==> src/entry_pkg.sv <==
package entry_pkg;

    // Entry word width, shared by the bus side and the engine
    localparam int ENTRY_W = 32;

    // Sample payload width below the opcode
    localparam int SAMPLE_W = 30;

    // Shift amount field width
    localparam int SHIFT_W = 5;

    // Opcode in bits 31:30 of every entry
    typedef enum logic [1:0] {
        OP_SAMPLE = 2'b00,
        OP_CTRL   = 2'b01,
        OP_RSVD_A = 2'b10,
        OP_RSVD_B = 2'b11
    } entry_op_t;

    // Sample view, value is two's complement over SAMPLE_W bits
    typedef struct packed {
        entry_op_t             op;
        logic [SAMPLE_W-1:0]   value;
    } sample_view_t;

    // Control view, flags and shift amount sit in the low bits
    typedef struct packed {
        entry_op_t                           op;
        logic [ENTRY_W-2-2-SHIFT_W-1:0]      unused;
        logic                                clear;
        logic                                load_shift;
        logic [SHIFT_W-1:0]                  shift_amt;
    } ctrl_view_t;

    // One word, decoded by opcode
    typedef union packed {
        sample_view_t sample;
        ctrl_view_t   ctrl;
    } entry_word_t;

endpackage

==> src/wb_map_pkg.sv <==
package wb_map_pkg;

    // Bus widths, word addressed
    localparam int WB_ADDR_W = 4;
    localparam int WB_DATA_W = 32;

    // Register map
    localparam logic [WB_ADDR_W-1:0] ADDR_ENTRY  = 4'd0;
    localparam logic [WB_ADDR_W-1:0] ADDR_ACCUM  = 4'd1;
    localparam logic [WB_ADDR_W-1:0] ADDR_STATUS = 4'd2;

    // Status word layout
    localparam int STAT_EMPTY_BIT = 0;
    localparam int STAT_FULL_BIT  = 1;
    localparam int STAT_BUSY_BIT  = 2;
    localparam int STAT_SHIFT_LSB = 3;

    // Shift field occupies bits 7:3
    localparam int STAT_SHIFT_W = 5;

endpackage

==> src/sync_fifo.sv <==
module sync_fifo #(
    parameter int WIDTH = 32,
    parameter int DEPTH = 8
) (
    input  logic             clk,
    input  logic             rst,

    // Write side
    input  logic             wr_en,
    input  logic [WIDTH-1:0] din,
    output logic             full,

    // Read side
    input  logic             rd_en,
    output logic [WIDTH-1:0] dout,
    output logic             empty
);
    localparam int PTR_W = $clog2(DEPTH);

    logic [WIDTH-1:0] mem [DEPTH];

    // Extra MSB tells a wrapped write pointer from an equal one
    logic [PTR_W:0] wr_ptr;
    logic [PTR_W:0] rd_ptr;

    logic do_push;
    logic do_pop;

    // Same index, opposite lap
    assign full  = (wr_ptr[PTR_W-1:0] == rd_ptr[PTR_W-1:0]) &&
                   (wr_ptr[PTR_W] != rd_ptr[PTR_W]);
    assign empty = (wr_ptr == rd_ptr);

    // Full and popping frees a slot in the same cycle
    assign do_push = wr_en && (!full || rd_en);
    assign do_pop  = rd_en && !empty;

    // Pointer control
    always_ff @(posedge clk) begin
        if (rst) begin
            wr_ptr <= '0;
            rd_ptr <= '0;
        end else begin
            if (do_push)
                wr_ptr <= wr_ptr + 1'b1;
            if (do_pop)
                rd_ptr <= rd_ptr + 1'b1;
        end
    end

    // Storage and registered read port
    always_ff @(posedge clk) begin
        if (do_push)
            mem[wr_ptr[PTR_W-1:0]] <= din;
        // Holds last popped word between pops
        if (do_pop)
            dout <= mem[rd_ptr[PTR_W-1:0]];
    end

endmodule

==> src/wb_sample_port.sv <==
module wb_sample_port import wb_map_pkg::*; (
    input  logic                    clk,
    input  logic                    rst,

    // Wishbone classic slave
    input  logic                    wb_cyc,
    input  logic                    wb_stb,
    input  logic                    wb_we,
    input  logic [WB_ADDR_W-1:0]    wb_adr,
    input  logic [WB_DATA_W-1:0]    wb_dat_w,
    output logic [WB_DATA_W-1:0]    wb_dat_r,
    output logic                    wb_ack,

    // FIFO write side
    input  logic                    fifo_full,
    input  logic                    fifo_empty,
    output logic                    fifo_wr_en,
    output logic [WB_DATA_W-1:0]    fifo_din,

    // Engine state for readback
    input  logic [WB_DATA_W-1:0]    accum,
    input  logic [STAT_SHIFT_W-1:0] shift,
    input  logic                    busy
);
    logic                 served;
    logic                 new_req;
    logic                 is_entry;
    logic                 push;
    logic                 accept;
    logic [WB_DATA_W-1:0] status;
    logic [WB_DATA_W-1:0] rd_data;

    // Request not yet answered in this strobe
    assign new_req  = wb_cyc && wb_stb && !served;
    assign is_entry = (wb_adr == ADDR_ENTRY);

    // Entry write waits while the FIFO is full
    assign push   = new_req && wb_we && is_entry && !fifo_full;
    assign accept = new_req && !(wb_we && is_entry && fifo_full);

    // Status word
    always_comb begin
        status = '0;
        status[STAT_EMPTY_BIT] = fifo_empty;
        status[STAT_FULL_BIT]  = fifo_full;
        status[STAT_BUSY_BIT]  = busy;
        status[STAT_SHIFT_LSB +: STAT_SHIFT_W] = shift;
    end

    // Read mux, entry address and holes read as zero
    always_comb begin
        case (wb_adr)
            ADDR_ACCUM:  rd_data = accum;
            ADDR_STATUS: rd_data = status;
            default:     rd_data = '0;
        endcase
    end

    // Ack, push strobe and served flag
    always_ff @(posedge clk) begin
        if (rst) begin
            wb_ack     <= 1'b0;
            fifo_wr_en <= 1'b0;
            served     <= 1'b0;
        end else begin
            wb_ack     <= accept;
            fifo_wr_en <= push;
            // Cleared once the master drops stb
            if (accept)
                served <= 1'b1;
            else if (!(wb_cyc && wb_stb))
                served <= 1'b0;
        end
    end

    // Data registers
    always_ff @(posedge clk) begin
        if (push)
            fifo_din <= wb_dat_w;
        if (accept && !wb_we)
            wb_dat_r <= rd_data;
    end

endmodule

==> src/accum_engine.sv <==
module accum_engine import entry_pkg::*; (
    input  logic               clk,
    input  logic               rst,

    // FIFO read side
    input  logic               fifo_empty,
    output logic               fifo_rd_en,
    input  entry_word_t        fifo_dout,

    // Results
    output logic [ENTRY_W-1:0] accum,
    output logic [SHIFT_W-1:0] shift,
    output logic               busy
);
    // High in the apply cycle after a pop
    logic pending;

    logic signed [ENTRY_W-1:0] sample_ext;
    logic signed [ENTRY_W-1:0] sample_shifted;

    // Pop only when nothing waits to be applied
    assign fifo_rd_en = !fifo_empty && !pending;
    assign busy       = !fifo_empty || pending;

    // Sign extend the sample view and scale it down
    always_comb begin
        sample_ext = {{(ENTRY_W-SAMPLE_W){fifo_dout.sample.value[SAMPLE_W-1]}},
                      fifo_dout.sample.value};
        sample_shifted = sample_ext >>> shift;
    end

    // Pop, then apply
    always_ff @(posedge clk) begin
        if (rst) begin
            pending <= 1'b0;
            accum   <= '0;
            shift   <= '0;
        end else if (!pending) begin
            if (fifo_rd_en)
                pending <= 1'b1;
        end else begin
            pending <= 1'b0;
            case (fifo_dout.sample.op)
                OP_SAMPLE: begin
                    // Wraps modulo 2^32
                    accum <= accum + sample_shifted;
                end
                OP_CTRL: begin
                    if (fifo_dout.ctrl.clear)
                        accum <= '0;
                    if (fifo_dout.ctrl.load_shift)
                        shift <= fifo_dout.ctrl.shift_amt;
                end
                // Reserved codes are dropped
                default: ;
            endcase
        end
    end

endmodule

==> src/accum_top.sv <==
module accum_top import entry_pkg::*, wb_map_pkg::*; #(
    parameter int FIFO_DEPTH = 8
) (
    input  logic                 clk,
    input  logic                 rst,

    // Wishbone classic slave
    input  logic                 wb_cyc,
    input  logic                 wb_stb,
    input  logic                 wb_we,
    input  logic [WB_ADDR_W-1:0] wb_adr,
    input  logic [WB_DATA_W-1:0] wb_dat_w,
    output logic [WB_DATA_W-1:0] wb_dat_r,
    output logic                 wb_ack
);
    // Port to FIFO
    logic               fifo_wr_en;
    logic [ENTRY_W-1:0] fifo_din;
    logic               fifo_full;

    // FIFO to engine
    logic               fifo_rd_en;
    entry_word_t        fifo_dout;
    logic               fifo_empty;

    // Engine state back to the port
    logic [ENTRY_W-1:0] accum;
    logic [SHIFT_W-1:0] shift;
    logic               busy;

    // Producer
    wb_sample_port u_port (
        .clk        (clk),
        .rst        (rst),
        .wb_cyc     (wb_cyc),
        .wb_stb     (wb_stb),
        .wb_we      (wb_we),
        .wb_adr     (wb_adr),
        .wb_dat_w   (wb_dat_w),
        .wb_dat_r   (wb_dat_r),
        .wb_ack     (wb_ack),
        .fifo_full  (fifo_full),
        .fifo_empty (fifo_empty),
        .fifo_wr_en (fifo_wr_en),
        .fifo_din   (fifo_din),
        .accum      (accum),
        .shift      (shift),
        .busy       (busy)
    );

    // Entry buffer
    sync_fifo #(
        .WIDTH (ENTRY_W),
        .DEPTH (FIFO_DEPTH)
    ) u_fifo (
        .clk   (clk),
        .rst   (rst),
        .wr_en (fifo_wr_en),
        .din   (fifo_din),
        .full  (fifo_full),
        .rd_en (fifo_rd_en),
        .dout  (fifo_dout),
        .empty (fifo_empty)
    );

    // Consumer
    accum_engine u_engine (
        .clk        (clk),
        .rst        (rst),
        .fifo_empty (fifo_empty),
        .fifo_rd_en (fifo_rd_en),
        .fifo_dout  (fifo_dout),
        .accum      (accum),
        .shift      (shift),
        .busy       (busy)
    );

endmodule

==> config.mk <==
export PLATFORM = sky130hd
export DESIGN_NAME = accum_top
export DESIGN_NICKNAME = d
export VERILOG_FILES = /design/src/entry_pkg.sv /design/src/wb_map_pkg.sv /design/src/sync_fifo.sv /design/src/wb_sample_port.sv /design/src/accum_engine.sv /design/src/accum_top.sv
export SDC_FILE = /design/constraint.sdc
export NUM_CORES = 1
export LEC_CHECK = 0
export ABC_AREA = 0
export BUFFER_PORTS_ARGS = -buffer_cell sky130_fd_sc_hd__buf_2
export CELL_PAD_IN_SITES_DETAIL_PLACEMENT = 1
export CELL_PAD_IN_SITES_GLOBAL_PLACEMENT = 1
export CORE_ASPECT_RATIO = 0.75
export CORE_MARGIN = 1.5
export CORE_UTILIZATION = 49
export DETAILED_ROUTE_END_ITERATION = 10
export GPL_ROUTABILITY_DRIVEN = 0
export PLACE_DENSITY = 0.75
export SYNTH_ARGS = -nofsm -noshare
export SYNTH_HDL_FRONTEND = slang
export SYNTH_SLANG_ARGS = --single-unit
==> constraint.sdc <==
create_clock -name clk -period 8.3 [get_ports clk]
set_input_delay 2.49 -clock clk [delete_from_list [all_inputs] [get_ports clk]]
set_output_delay 2.49 -clock clk [all_outputs]
set_load 0.03 [all_outputs]
=== After elaboration in Yosys (flattened, before gate mapping) ===
Memories as Yosys holds them, arrays and structs flattened. A register that Yosys moved wholly into a read port is not among the register bits.
Index checks and enable logic that the tools add are counted.

* Bits in registers: 113
* Memory bits (writable): 256
* Bits of input ports: 41
* Output and inout bits: 33
* Word-level logic and storage cells: 58
* Memories kept: 1

* Add/sub/neg operators: 3
* Equality and inequality tests: 8
* Shift operators: 1
* Mux-type cells: 8
* Reduce and logical (&&, ||, !) cells: 27

{| class="wikitable"
|+ Memories
! memory !! depth !! bits a word !! read ports !! clocked after Yosys merged registers in !! write ports !! RTL line !! source
|-
| u_fifo.mem || 8 || 32 || 1 || 1 || 1 || sync_fifo.sv:20 || <nowiki>logic [WIDTH-1:0] mem [DEPTH];</nowiki>
|}

{| class="wikitable"
|+ Operators by type and width
! operator !! number
|-
| 32-bit one-hot mux with 2 select lines || 2
|-
| 32-bit adder || 1
|-
| 32-bit 2-to-1 mux || 1
|-
| 30-bit by 5-bit >>> shifter with 32-bit output || 1
|-
| 1-bit logical AND || 13
|-
| 4-bit by 1-bit adder with 4-bit output (second input constant) || 2
|-
| 1-bit logical NOT || 6
|-
| 3-bit AND reduction || 2
|-
| 1-bit 2-to-1 mux || 5
|-
| 4-bit by 1-bit equality test with 1-bit output (second input constant) || 1
|-
| 4-bit by 2-bit equality test with 1-bit output (second input constant) || 1
|-
| 4-bit equality test || 1
|-
| 4-bit logical NOT || 1
|-
| 3-bit equality test || 1
|-
| 2-bit by 1-bit equality test with 1-bit output (second input constant) || 1
|-
| 2-bit logical NOT || 1
|-
| 1-bit logical OR || 2
|-
| 2-bit by 1-bit != test with 1-bit output (second input constant) || 1
|-
| 2-bit != test (second input constant) || 1
|-
| 2-bit nonzero test || 1
|-
| 2-bit OR reduction || 1
|-
| 1-bit != test || 1
|}

=== Longest topological paths before layout ===
Gate-level depths: netlist (run 1).

* Depth after elaboration: 7
* Depth in mapped cells: 18
* Depth with buffers taken out: 16

=== By module ===
From an unflattened synthesis (run 1), not the netlist that was laid out.

* Cell total of the unflattened synthesis: 1165
* Area total of the unflattened synthesis: 17864.6 um^2

{| class="wikitable"
|+ By module, submodules not included
! module !! times used !! cells each !! area an instance (um^2) !! seq. area each (um^2)
|-
| sync_fifo || 1 || 473 || 11209.5 || 8808.4
|-
| accum_engine || 1 || 576 || 4312.9 || 760.7
|-
| wb_sample_port || 1 || 116 || 2342.2 || 1981.9
|}

=== Worst setup path before layout (run 1) ===
OpenSTA, ideal clock, no wires.

* Path type: input-to-reg
* Start point: input port wb_adr[1]
* End point: register u_port.fifo_din[0] (enable)
* Data arrival time: 5.299 ns
* Required time: 7.839 ns
* Setup slack: 2.540 ns
* Stages on the path: 3
* Path through: nor3_1 -> nand3b_1 -> nor3_1

* Longest elaborated chain between the ends: 3

{| class="wikitable"
|+ Ends and longest elaborated chain
! element !! RTL line !! source
|-
| start, declared || accum_top.sv:11 || <nowiki>input logic [WB_ADDR_W-1:0] wb_adr,</nowiki>
|-
| 4-bit logical NOT || wb_sample_port.sv:35 || <nowiki>assign is_entry = (wb_adr == ADDR_ENTRY);</nowiki>
|-
| 1-bit logical AND (2 in a row) || wb_sample_port.sv:38 || <nowiki>assign push = new_req && wb_we && is_entry && !fifo_full;</nowiki>
|-
| via u_port.push || wb_sample_port.sv:28 || <nowiki>logic push;</nowiki>
|-
| end signal, assigned || wb_sample_port.sv:79 || <nowiki>fifo_din <= wb_dat_w;</nowiki>
|-
| end, declared || wb_sample_port.sv:18 || <nowiki>output logic [WB_DATA_W-1:0] fifo_din,</nowiki>
|}

The timed path passes the listed nets, and every way through them passes these cells.
A chain may end at the register's enable or synchronous reset.

=== Final worst setup path (run 1) ===
* Start point: register u_engine.shift[1]
* End point: register u_engine.accum[26]

* Longest elaborated chain between the ends: 3

{| class="wikitable"
|+ Ends and longest elaborated chain
! element !! RTL line !! source
|-
| start, declared || accum_engine.sv:12 || <nowiki>output logic [SHIFT_W-1:0] shift,</nowiki>
|-
| start signal, assigned || accum_engine.sv:52 || <nowiki>shift <= fifo_dout.ctrl.shift_amt;</nowiki>
|-
| 30-bit by 5-bit >>> shifter with 32-bit output || accum_engine.sv:29 || <nowiki>sample_shifted = sample_ext >>> shift;</nowiki>
|-
| 32-bit adder || accum_engine.sv:46 || <nowiki>accum <= accum + sample_shifted;</nowiki>
|-
| 32-bit one-hot mux with 2 select lines || accum_engine.sv:43 || <nowiki>case (fifo_dout.sample.op)</nowiki>
|-
| end signal, assigned || accum_engine.sv:46 ||
|-
| end, declared || accum_engine.sv:11 || <nowiki>output logic [ENTRY_W-1:0] accum,</nowiki>
|}

Every way passes these cells.

==> results of run 1 <==
## tightest hold or removal path, cell delays in order (launching register included)
cell and delay, ns:
dfxtp_1 0.30, inv_1 0.07, a211oi_1 0.06
## kinds of logic after synthesis
kind of cell	after synthesis
buffers and inverters	80
and+or+nand+nor	263
xor gates and xnor gates	25
adders and majority gates	34
muxes	160
DFF	401
AOI/OAI and AO/OA	207
## registers in the layout (all words and copies together) (netlist names)
register	count
u_fifo.mem	256
u_engine.accum	32
u_fifo.dout	32
u_port.fifo_din	32
u_port.wb_dat_r	32
u_engine.shift	5
u_fifo.rd_ptr	4
u_fifo.wr_ptr	4
u_engine.pending	1
u_port.fifo_wr_en	1
u_port.served	1
u_port.wb_ack	1
## area by class of cell
type,count,share of cell area (%)
multi-input cells,689,30.15
clock inverters,20,0.8828
repair buffers,95,2.655
inverters,16,0.3005
well taps,465,2.912
flip-flops and latches,401,57.84
clock buffers,51,5.260
## cells in the final DEF, fill, tap and decap left out, types with 30 or more instances in the layout
cell type / count
edfxtp_1: 352
nand2_1: 95
mux4_2: 82
buf_2: 73
o21ai_0: 65
nor2_1: 50
dfxtp_1: 46
a21oi_1: 45
mux2_2: 41
clkbuf_16: 39
mux2i_1: 37
ha_1: 33
and3_1: 30
## per-layer routing
layer | routed length, um | track usage, % | vias to the layer above
li1 | - | - | 4755
met1 | 19720 | 34.39 | 5392
met2 | 18980 | 35.20 | 275
met3 | 2062 | 3.508 | 49
met4 | 619 | 5.146 | 0
met5 | 0 | 0 | -
## through the flow
stage,setup slack (ns),cells,area (um^2)
after detailed placement,3.883,1666,18760
after floorplan,2.540,1170,17830
after global placement,3.927,1666,18760
after global routing,3.466,1737,19980
final,3.667,1737,19980
after CTS,3.812,1737,19980
## worst paths after layout
path                                        from                               to  slack [ns]
hold / removal        u_port.served$_SDFFE_PP0P_       u_port.served$_SDFFE_PP0P_        0.47
setup / recovery  u_engine.shift[1]$_SDFFE_PP0P_  u_engine.accum[26]$_SDFFE_PP0P_        3.67
setup reg to reg  u_engine.shift[1]$_SDFFE_PP0P_  u_engine.accum[26]$_SDFFE_PP0P_        3.67
hold reg to reg       u_port.served$_SDFFE_PP0P_       u_port.served$_SDFFE_PP0P_        0.47
## power breakdown
part / total [uW] / internal (uW) / switching (uW)
clock: 1710 / 961 / 744
sequential: 2250 / 2210 / 38.3
combinational: 395 / 177 / 218
==> results.sh, run 1 <==
export IMPL_yosysMostFrequentCell="edfxtp_1"
export IMPL_syn_area_mm2=0.01783
export IMPL_synthAdderAreaFrac_pct=2.428
export IMPL_drive_gt1_share_pct=23.51
export IMPL_peakVddDrop_uv=199.3
export IMPL_max_stage_delay_ns=0.48
export IMPL_slew_violations=0
export IMPL_yosys_top_cells_area="edfxtp_1, mux4_2, dfxtp_1"
export IMPL_synth_area_per_cell_um2=15.24
export IMPL_cp_cell_sequence="buf_4 > mux2_2 > o21ai_0 > o21ai_0 > mux2i_1 > mux2i_1 > ha_1 > or2_1 > a31oi_1 > a21oi_1 > a31oi_2 > nand2_1 > a311o_1 > a32o_1"
export IMPL_vias=10470
export IMPL_finalWirelength_mm=41.39
export IMPL_initial_core_util_pct=49.68
export IMPL_synth_flop_cell="edfxtp_1"
export IMPL_path_class="flop to flop"
export IMPL_grt_pass1_wl_mm=64.96
export IMPL_total_power_uw=4347
export IMPL_ant_nets=0
export IMPL_synth_seq_area_share_pct=64.80
export IMPL_cap_violations=0
export IMPL_syn2layout_area_growth_pct=12.09
export IMPL_grt_pass1_vias=10820
export IMPL_synthMuxAreaShare_pct=15.03
export IMPL_dp_hpwl_mm=26.69
export IMPL_startpoint_type="flop"
export IMPL_dr_pass1_iters=5
export IMPL_period_share_pct=55.82
export IMPL_numPortBuffers=73
export IMPL_cp_required_ns=8.74
export IMPL_ys_seq_elements=401
export IMPL_die_x_um=223.2
export IMPL_drc=0
export IMPL_synthSimpleGateAreaFrac_pct=7.054
export IMPL_path_buf_inv=1
export IMPL_core_mm2=0.03588
export IMPL_clk_path_buf_depth=3
export IMPL_fmax_mhz=215.8
export IMPL_r2r_cells=14
export IMPL_worstMarginPinSlew_ns=1.063
export IMPL_final_hold_viol_count=0
export IMPL_yosys_area_share_xor_xnor_pct=1.228
export IMPL_numCtsBuffers=39
export IMPL_postSynthCellCount=1170
export IMPL_root_buffer="clkbuf_16"
export IMPL_tns_ns=0
export IMPL_rsz0062_at_grt="no"
export IMPL_fillers=3439
export IMPL_diodes=0
export IMPL_dieArea_mm2=0.03755
export IMPL_period_needed_ns=4.633
export IMPL_grt_max_degree=68
export IMPL_clock_sinks=401
export IMPL_holdBufCountCts=0
export IMPL_yosysUniqueCellTypes=67
export IMPL_synth_top_area_share_pct=59.29
export IMPL_cp_depth=14
export IMPL_synth_edff_count=352
export IMPL_layout_area_seq_mm2=0.01156
export IMPL_synth_common_cells="edfxtp_1, nand2_1, mux4_2, o21ai_0, nor2_1"
export IMPL_power_density_mw_per_mm2=217.5
export IMPL_hold_class="flop to flop"
export IMPL_finalSetupViolCount=0
export IMPL_synth_compound_area_share_pct=7.629
export IMPL_synth_area_leader_cell="edfxtp_1"
export IMPL_slew_headroom_pct=28.95
export IMPL_num_rows=60
export IMPL_crit_family="compound AO/OA/AOI/OAI gates"
export IMPL_finClkSkew_ns=0.01718
export IMPL_clk_latency_ns=0.55
export IMPL_post_cts_buffers=0
export IMPL_drtIter0Drc=988
export IMPL_viasPerCell=6.028
export IMPL_critPathArrivalTime_ns=5.07
export IMPL_whs_path_depth=2
export IMPL_total_leakage_power_uw=0.006801
export IMPL_postLayoutCoreUtil_pct=55.69
export IMPL_cts_tree="built"
export IMPL_ys_async_sr_fraction_pct=0
export IMPL_antenna_found_initial=1
export IMPL_hold_ws_ns=0.4706
export IMPL_htree_levels=2
export IMPL_cts_resized_gates=0
export IMPL_post_drt_wl_per_cell_um=23.83
export IMPL_synth_top_family_by_area="multiplexers"
export IMPL_syn_nets=1245
export IMPL_clk_pin_slew_ns=0.06
export IMPL_outcome="finished, final reports clean"
export IMPL_chipHeight_um=168.2
export IMPL_grt_overflow_total=0
export IMPL_yosysWarnings=0
export IMPL_crit_fanout=34
export IMPL_track_usage_pct=22.80
export IMPL_pin_count=74
export IMPL_nets=1317
export IMPL_end_kind="flop"
export IMPL_worst_path_max_delay_cell="o21ai_0"
export IMPL_multi_input_area_mm2=0.006026
(Power assumes the default switching activity.)
==> inputs of run 2 (changes only) <==
==> constraint.sdc (replaced) <==
create_clock -name clk -period 4.75 [get_ports clk]
set_input_delay 1.425 -clock clk [delete_from_list [all_inputs] [get_ports clk]]
set_output_delay 1.425 -clock clk [all_outputs]
set_load 0.03 [all_outputs]
==> results.sh, run 2 (same netlist as run 1, synthesis figures left out) <==
export IMPL_finClkSkew_ns=0.01748
export IMPL_track_usage_pct=22.96
export IMPL_crit_fanout=24
export IMPL_period_needed_ns=4.407
export IMPL_root_buffer="clkbuf_16"
export IMPL_tns_ns=0
export IMPL_grt_overflow_total=0
export IMPL_cp_required_ns=5.20
export IMPL_path_buf_inv=1
export IMPL_cap_violations=0
export IMPL_power_density_mw_per_mm2=380.0
export IMPL_slew_headroom_pct=27.79
export IMPL_final_cell_mix="edfxtp_1, nand2_1, mux4_2"
export IMPL_dp_hpwl_mm=28.16
export IMPL_holdBufCountCts=0
export IMPL_critPathArrivalTime_ns=4.86
export IMPL_numCtsBuffers=39
export IMPL_syn2layout_area_growth_pct=12.58
export IMPL_total_power_uw=7626
export IMPL_diodes=0
export IMPL_drc=0
export IMPL_crit_family="compound AO/OA/AOI/OAI gates"
export IMPL_crit_path_frequent_cell="mux2i_1"
export IMPL_finalWirelength_mm=42.22
export IMPL_clk_path_buf_depth=3
export IMPL_worstMarginPinSlew_ns=1.081
export IMPL_fillers=3401
export IMPL_finalSetupViolCount=0
export IMPL_max_stage_delay_ns=0.54
export IMPL_path_class="flop to flop"
export IMPL_clk_latency_ns=0.56
export IMPL_drive_gt1_share_pct=24.16
export IMPL_fmax_mhz=226.9
export IMPL_htree_levels=2
export IMPL_final_hold_viol_count=0
export IMPL_rsz0062_at_grt="no"
export IMPL_startpoint_type="flop"
export IMPL_num_rows=60
export IMPL_final_common_cell="edfxtp_1"
export IMPL_dieArea_mm2=0.03755
export IMPL_drtIter0Drc=775
export IMPL_period_share_pct=92.79
export IMPL_largest_reg_flops=256
export IMPL_nets=1325
export IMPL_clock_sinks=401
export IMPL_hold_class="flop to flop"
export IMPL_grt_pass1_vias=10870
export IMPL_outcome="finished, final reports clean"
export IMPL_vias=10500
export IMPL_total_leakage_power_uw=0.006844
export IMPL_slew_violations=0
export IMPL_grt_max_degree=68
export IMPL_rrSetupSlack_ns=0.34
export IMPL_viasPerCell=6.021
export IMPL_numPortBuffers=73
export IMPL_end_kind="flop"
export IMPL_dr_pass1_iters=5
export IMPL_core_mm2=0.03588
export IMPL_grt_pass1_wl_mm=65.23
export IMPL_post_drt_wl_per_cell_um=24.21
export IMPL_peakVddDrop_uv=275.4
export IMPL_cts_tree="built"
export IMPL_antenna_found_initial=0
export IMPL_die_x_um=223.2
export IMPL_worst_path_max_delay_cell="mux4_2"
export IMPL_chipHeight_um=168.2
export IMPL_initial_core_util_pct=49.68
export IMPL_cp_cell_sequence="buf_12 > mux4_2 > mux2i_1 > nand2_1 > o21ai_0 > mux2i_1 > ha_1 > nor2_1 > nor3_2 > a211oi_2 > o21ai_2 > a2111oi_2 > or4_1 > a32o_1"
export IMPL_pin_count=74
export IMPL_ant_nets=0
export IMPL_post_cts_buffers=0
export IMPL_clk_pin_slew_ns=0.07
run 2: path summary, 6_finish.rpt:
path,start,endpoint,cells after the start
max,u_engine.shift[0]$_SDFFE_PP0P_,u_engine.accum[29]$_SDFFE_PP0P_,14
min,u_port.served$_SDFFE_PP0P_,u_port.served$_SDFFE_PP0P_,2
max reg2reg,u_engine.shift[0]$_SDFFE_PP0P_,u_engine.accum[29]$_SDFFE_PP0P_,14
min reg2reg,u_port.served$_SDFFE_PP0P_,u_port.served$_SDFFE_PP0P_,2
run 2: area by class of cell:
class                           count  area (um^2)  share of cell area (%)
Timing Repair Buffer              103        615.6                   3.067
Clock inverter                     14        160.2                  0.7980
Multi-Input combinational cell    689         6023                   30.01
Tap cell                          465        581.8                   2.899
Inverter                           16        60.06                  0.2993
Sequential cell                   401        11560                   57.59
Clock buffer                       56         1070                   5.330
run 2: per-stage QoR:
step | cell area [um^2] | cells | setup WS [ns] | hold slack [ns] | utilization (%)
floorplan | 17830 | 1170 | 0.05548 | 0.4334 | -
global placement | 18840 | 1674 | 0.3126 | 0.4473 | 52.50
detailed placement | 18840 | 1674 | 0.2424 | 0.4586 | 52.50
CTS | 20070 | 1744 | 0.2216 | 0.4673 | 55.92
global route | 20070 | 1744 | 0.09768 | 0.5074 | 55.93
finish | 20070 | 1744 | 0.3427 | 0.4597 | 55.93
run 2: tightest hold or removal path: stages, from the launching register on:
cell and delay, ns:
dfxtp_1 0.29, inv_1 0.06, a211oi_1 0.06
run 2: where the power goes:
group | switching [uW] | internal, uW | total, uW
clock | 1310 | 1690 | 3000
combinational | 381 | 313 | 694
sequential | 71.9 | 3860 | 3930
total | 1760 | 5860 | 7630
run 2: what timing repair did:
item                                   CTS  global route
setup endpoints to repair                0             1
endpoints found under the hold margin    0             0
gates resized for setup                  0             1
run 2: layer usage:
metal / wire length [um] / GRT usage [%] / vias to the layer above
li1: - / - / 4754
met1: 20040 / 34.14 / 5449
met2: 19420 / 35.68 / 254
met3: 2161 / 3.822 / 43
met4: 605 / 5.324 / 0
met5: 0 / 0 / -
==> inputs of run 3 (changes only) <==
--- a/config.mk
+++ b/config.mk
@@ -12,9 +12,12 @@
 export CORE_ASPECT_RATIO = 0.75
 export CORE_MARGIN = 1.5
 export CORE_UTILIZATION = 49
+export CTS_CLUSTER_SIZE = 12
 export DETAILED_ROUTE_END_ITERATION = 10
 export GPL_ROUTABILITY_DRIVEN = 0
+export GPL_TIMING_DRIVEN = 0
 export PLACE_DENSITY = 0.75
 export SYNTH_ARGS = -nofsm -noshare
 export SYNTH_HDL_FRONTEND = slang
+export SYNTH_HIERARCHICAL = 1
 export SYNTH_SLANG_ARGS = --single-unit
==> results.sh, run 3 <==
export IMPL_initial_core_util_pct=49.78
export IMPL_switching_power_uw=1361
export IMPL_holdBufCountCts=0
export IMPL_yosysMostFrequentCell="edfxtp_1"
export IMPL_crit_family="compound AO/OA/AOI/OAI gates"
export IMPL_synth_area_leader_cell="edfxtp_1"
export IMPL_clk_pin_slew_ns=0.06
export IMPL_nets=1381
export IMPL_total_power_uw=6867
export IMPL_outcome="finished, final reports clean"
export IMPL_dp_hpwl_mm=31.29
export IMPL_drive_gt1_share_pct=24.89
export IMPL_clk_latency_ns=0.56
export IMPL_crit_fanout=10
export IMPL_ys_async_sr_fraction_pct=0
export IMPL_ys_seq_elements=401
export IMPL_peakVddDrop_uv=246.5
export IMPL_swShare_pct=19.82
export IMPL_cp_cell_sequence="clkbuf_4 > clkbuf_4 > nand2_1 > o21ai_0 > o21a_1 > inv_1 > mux4_2 > ha_1 > o21a_1 > a21oi_2 > a211oi_2 > a21oi_2 > a221o_1 > and2_4 > o311a_1 > a311oi_1 > a21oi_1"
export IMPL_core_mm2=0.03588
export IMPL_power_density_mw_per_mm2=334.4
export IMPL_grt_max_degree=33
export IMPL_grt_overflow_total=0
export IMPL_root_buffer="clkbuf_16"
export IMPL_slew_violations=0
export IMPL_final_cell_mix="edfxtp_1, buf_2, nand2_1"
export IMPL_worstMarginPinSlew_ns=1.361
export IMPL_htree_levels=2
export IMPL_postSynthCellCount=1165
export IMPL_slew_headroom_pct=9.134
export IMPL_grt_pass1_vias=11190
export IMPL_path_class="flop to flop"
export IMPL_startpoint_type="flop"
export IMPL_clkPwrFrac_pct=43.6
export IMPL_final_common_cell="edfxtp_1"
export IMPL_drc=0
export IMPL_yosysWarnings=6
export IMPL_num_rows=60
export IMPL_largest_reg_flops=256
export IMPL_internal_power_uw=5507
export IMPL_post_drt_wl_per_cell_um=24.48
export IMPL_yosys_top_cells_area="edfxtp_1, mux4_2, dfxtp_1"
export IMPL_max_stage_delay_ns=0.51
export IMPL_numPortBuffers=73
export IMPL_tns_ns=0
export IMPL_diodes=0
export IMPL_cap_violations=0
export IMPL_cp_required_ns=5.17
export IMPL_chipHeight_um=168.4
export IMPL_finalSetupViolCount=0
export IMPL_synth_top_area_share_pct=59.17
export IMPL_period_share_pct=95.33
export IMPL_final_hold_viol_count=0
export IMPL_critPathArrivalTime_ns=4.95
export IMPL_postLayoutCoreUtil_pct=57.23
export IMPL_p_comb_share_pct=1.1
export IMPL_yosysUniqueCellTypes=73
export IMPL_syn_area_mm2=0.01786
export IMPL_hp_start="u_engine/pending$_SDFF_PP0_"
export IMPL_clk_path_buf_depth=3
export IMPL_syn_nets=1240
export IMPL_pin_count=74
export IMPL_track_usage_pct=23.88
export IMPL_synth_common_cells="edfxtp_1, nand2_1, o21ai_0, mux4_2, nor2_1"
export IMPL_pwr_share_seq_pct=55.3
export IMPL_vias=10740
export IMPL_synth_edff_count=352
export IMPL_period_needed_ns=4.528
export IMPL_syn2layout_area_growth_pct=14.96
export IMPL_path_buf_inv=3
export IMPL_timing_rr_start="u_engine/shift[1]$_SDFFE_PP0P_"
export IMPL_antenna_found_initial=1
export IMPL_finClkSkew_ns=0.02847
export IMPL_die_x_um=223.5
export IMPL_drtIter0Drc=896
export IMPL_r2r_end="u_engine/accum[31]$_SDFFE_PP0P_"
export IMPL_total_leakage_power_uw=0.007114
export IMPL_worstHoldEndpoint="u_engine/pending$_SDFF_PP0_"
export IMPL_grt_pass1_wl_mm=67.65
export IMPL_dieArea_mm2=0.03763
export IMPL_whs_path_depth=1
export IMPL_rrSetupSlack_ns=0.22
export IMPL_r2r_cells=17
export IMPL_end_kind="flop"
export IMPL_ant_nets=0
export IMPL_synth_area_per_cell_um2=15.33
export IMPL_cts_tree="built"
export IMPL_dr_pass1_iters=5
export IMPL_fmax_mhz=220.8
export IMPL_clock_sinks=401
export IMPL_numCtsBuffers=41
export IMPL_worst_path_max_delay_cell="mux4_2"
export IMPL_viasPerCell=5.982
export IMPL_synth_seq_area_share_pct=64.66
export IMPL_finalWirelength_mm=43.94
export IMPL_hold_class="flop to flop"
export IMPL_synth_flop_cell="edfxtp_1"
run 3: cell types whose count changed after synthesis, sizes merged, moves of 8 or more:
cell	delta
and2	+23
a22oi	+9
nand2	-17
nor3	-8
xor2	+8
a21oi	+10
and3	-26
run 3: how the worst max path moves through the flow:
stage | startpoint | to | slack (ns) | depth (start not counted)
2_1_floorplan | wb_adr[0] | u_port/fifo_din[0]$_DFFE_PP_ | 0.18 | 2
3_3_place_gp | u_fifo/wr_ptr[1]$_SDFFE_PP0P_ | u_fifo/mem[4][21]$_DFFE_PP_ | -2.27 | 6
3_5_place_dp | u_engine/shift[0]$_SDFFE_PP0P_ | u_engine/accum[31]$_SDFFE_PP0P_ | -0.78 | 20
4_1_cts | u_engine/shift[1]$_SDFFE_PP0P_ | u_engine/accum[31]$_SDFFE_PP0P_ | 0.02 | 19
5_1_grt | u_fifo/dout[29]$_DFFE_PP_ | u_engine/accum[30]$_SDFFE_PP0P_ | -0.007 | 17
6_report | u_engine/shift[1]$_SDFFE_PP0P_ | u_engine/accum[31]$_SDFFE_PP0P_ | 0.22 | 17
run 3: layout make-up:
class / count / area [um^2]
plain buffers: 62 / 354.1
clock buffers: 61 / 1152
clock inverters: 6 / 87.58
fillers: 3397 / 15350
inverters: 19 / 73.82
multi-input cells: 680 / 6018
flip-flops and latches: 401 / 11560
well taps: 465 / 581.8
repair buffers: 101 / 713.2
run 3: power by group through the flow:
stage / combinational, uW / clock (uW) / sequential [uW]
after floorplan: 21.0 / 0 / 3890
after global placement: 69.0 / 0 / 3870
after detailed placement: 74.4 / 0 / 3870
after CTS: 74.6 / 3070 / 3800
after global routing: 79.6 / 3180 / 3800
final: 73.9 / 2990 / 3800
run 3: kinds of logic after synthesis:
family	synth area share, %
mux	14.51
buf+inv	2.304
compound gates	8.103
simple gates	6.380
flops	64.66
xor+xnor	1.618
fa+ha+maj	2.423
run 3: layer usage:
| metal | GRT usage (%) | vias to the layer above | routed length, um | share of wire (%) |
|---|---|---|---|---|
| li1 | - | 4822 | - | - |
| met1 | 36.49 | 5530 | 21010 | 48 |
| met2 | 35.74 | 321 | 19420 | 44 |
| met3 | 3.787 | 65 | 2581 | 5.9 |
| met4 | 6.434 | 0 | 920 | 2.1 |
| met5 | 0 | - | 0 | 0 |
run 3: stage by stage:
stage,hold slack (ns),cells,setup slack (ns),instance area [um^2]
6_report,0.4715,1795,0.2218,20540
3_3_place_gp,0.4466,1703,-2.271,18820
4_1_cts,0.4721,1792,0.02014,20460
5_1_grt,0.5030,1795,-0.006820,20540
3_5_place_dp,0.4626,1727,-0.7812,19200
2_1_floorplan,0.4247,1165,0.1778,17870
run 3: timing repair:
| action | in CTS | in global routing |
|---|---|---|
| buffers inserted | 0 | 4 |
| gates resized for setup | 14 | 25 |
| pin swaps | 0 | 3 |
| endpoints found under the hold margin | 0 | 0 |
| endpoints found under the setup margin | 18 | 13 |
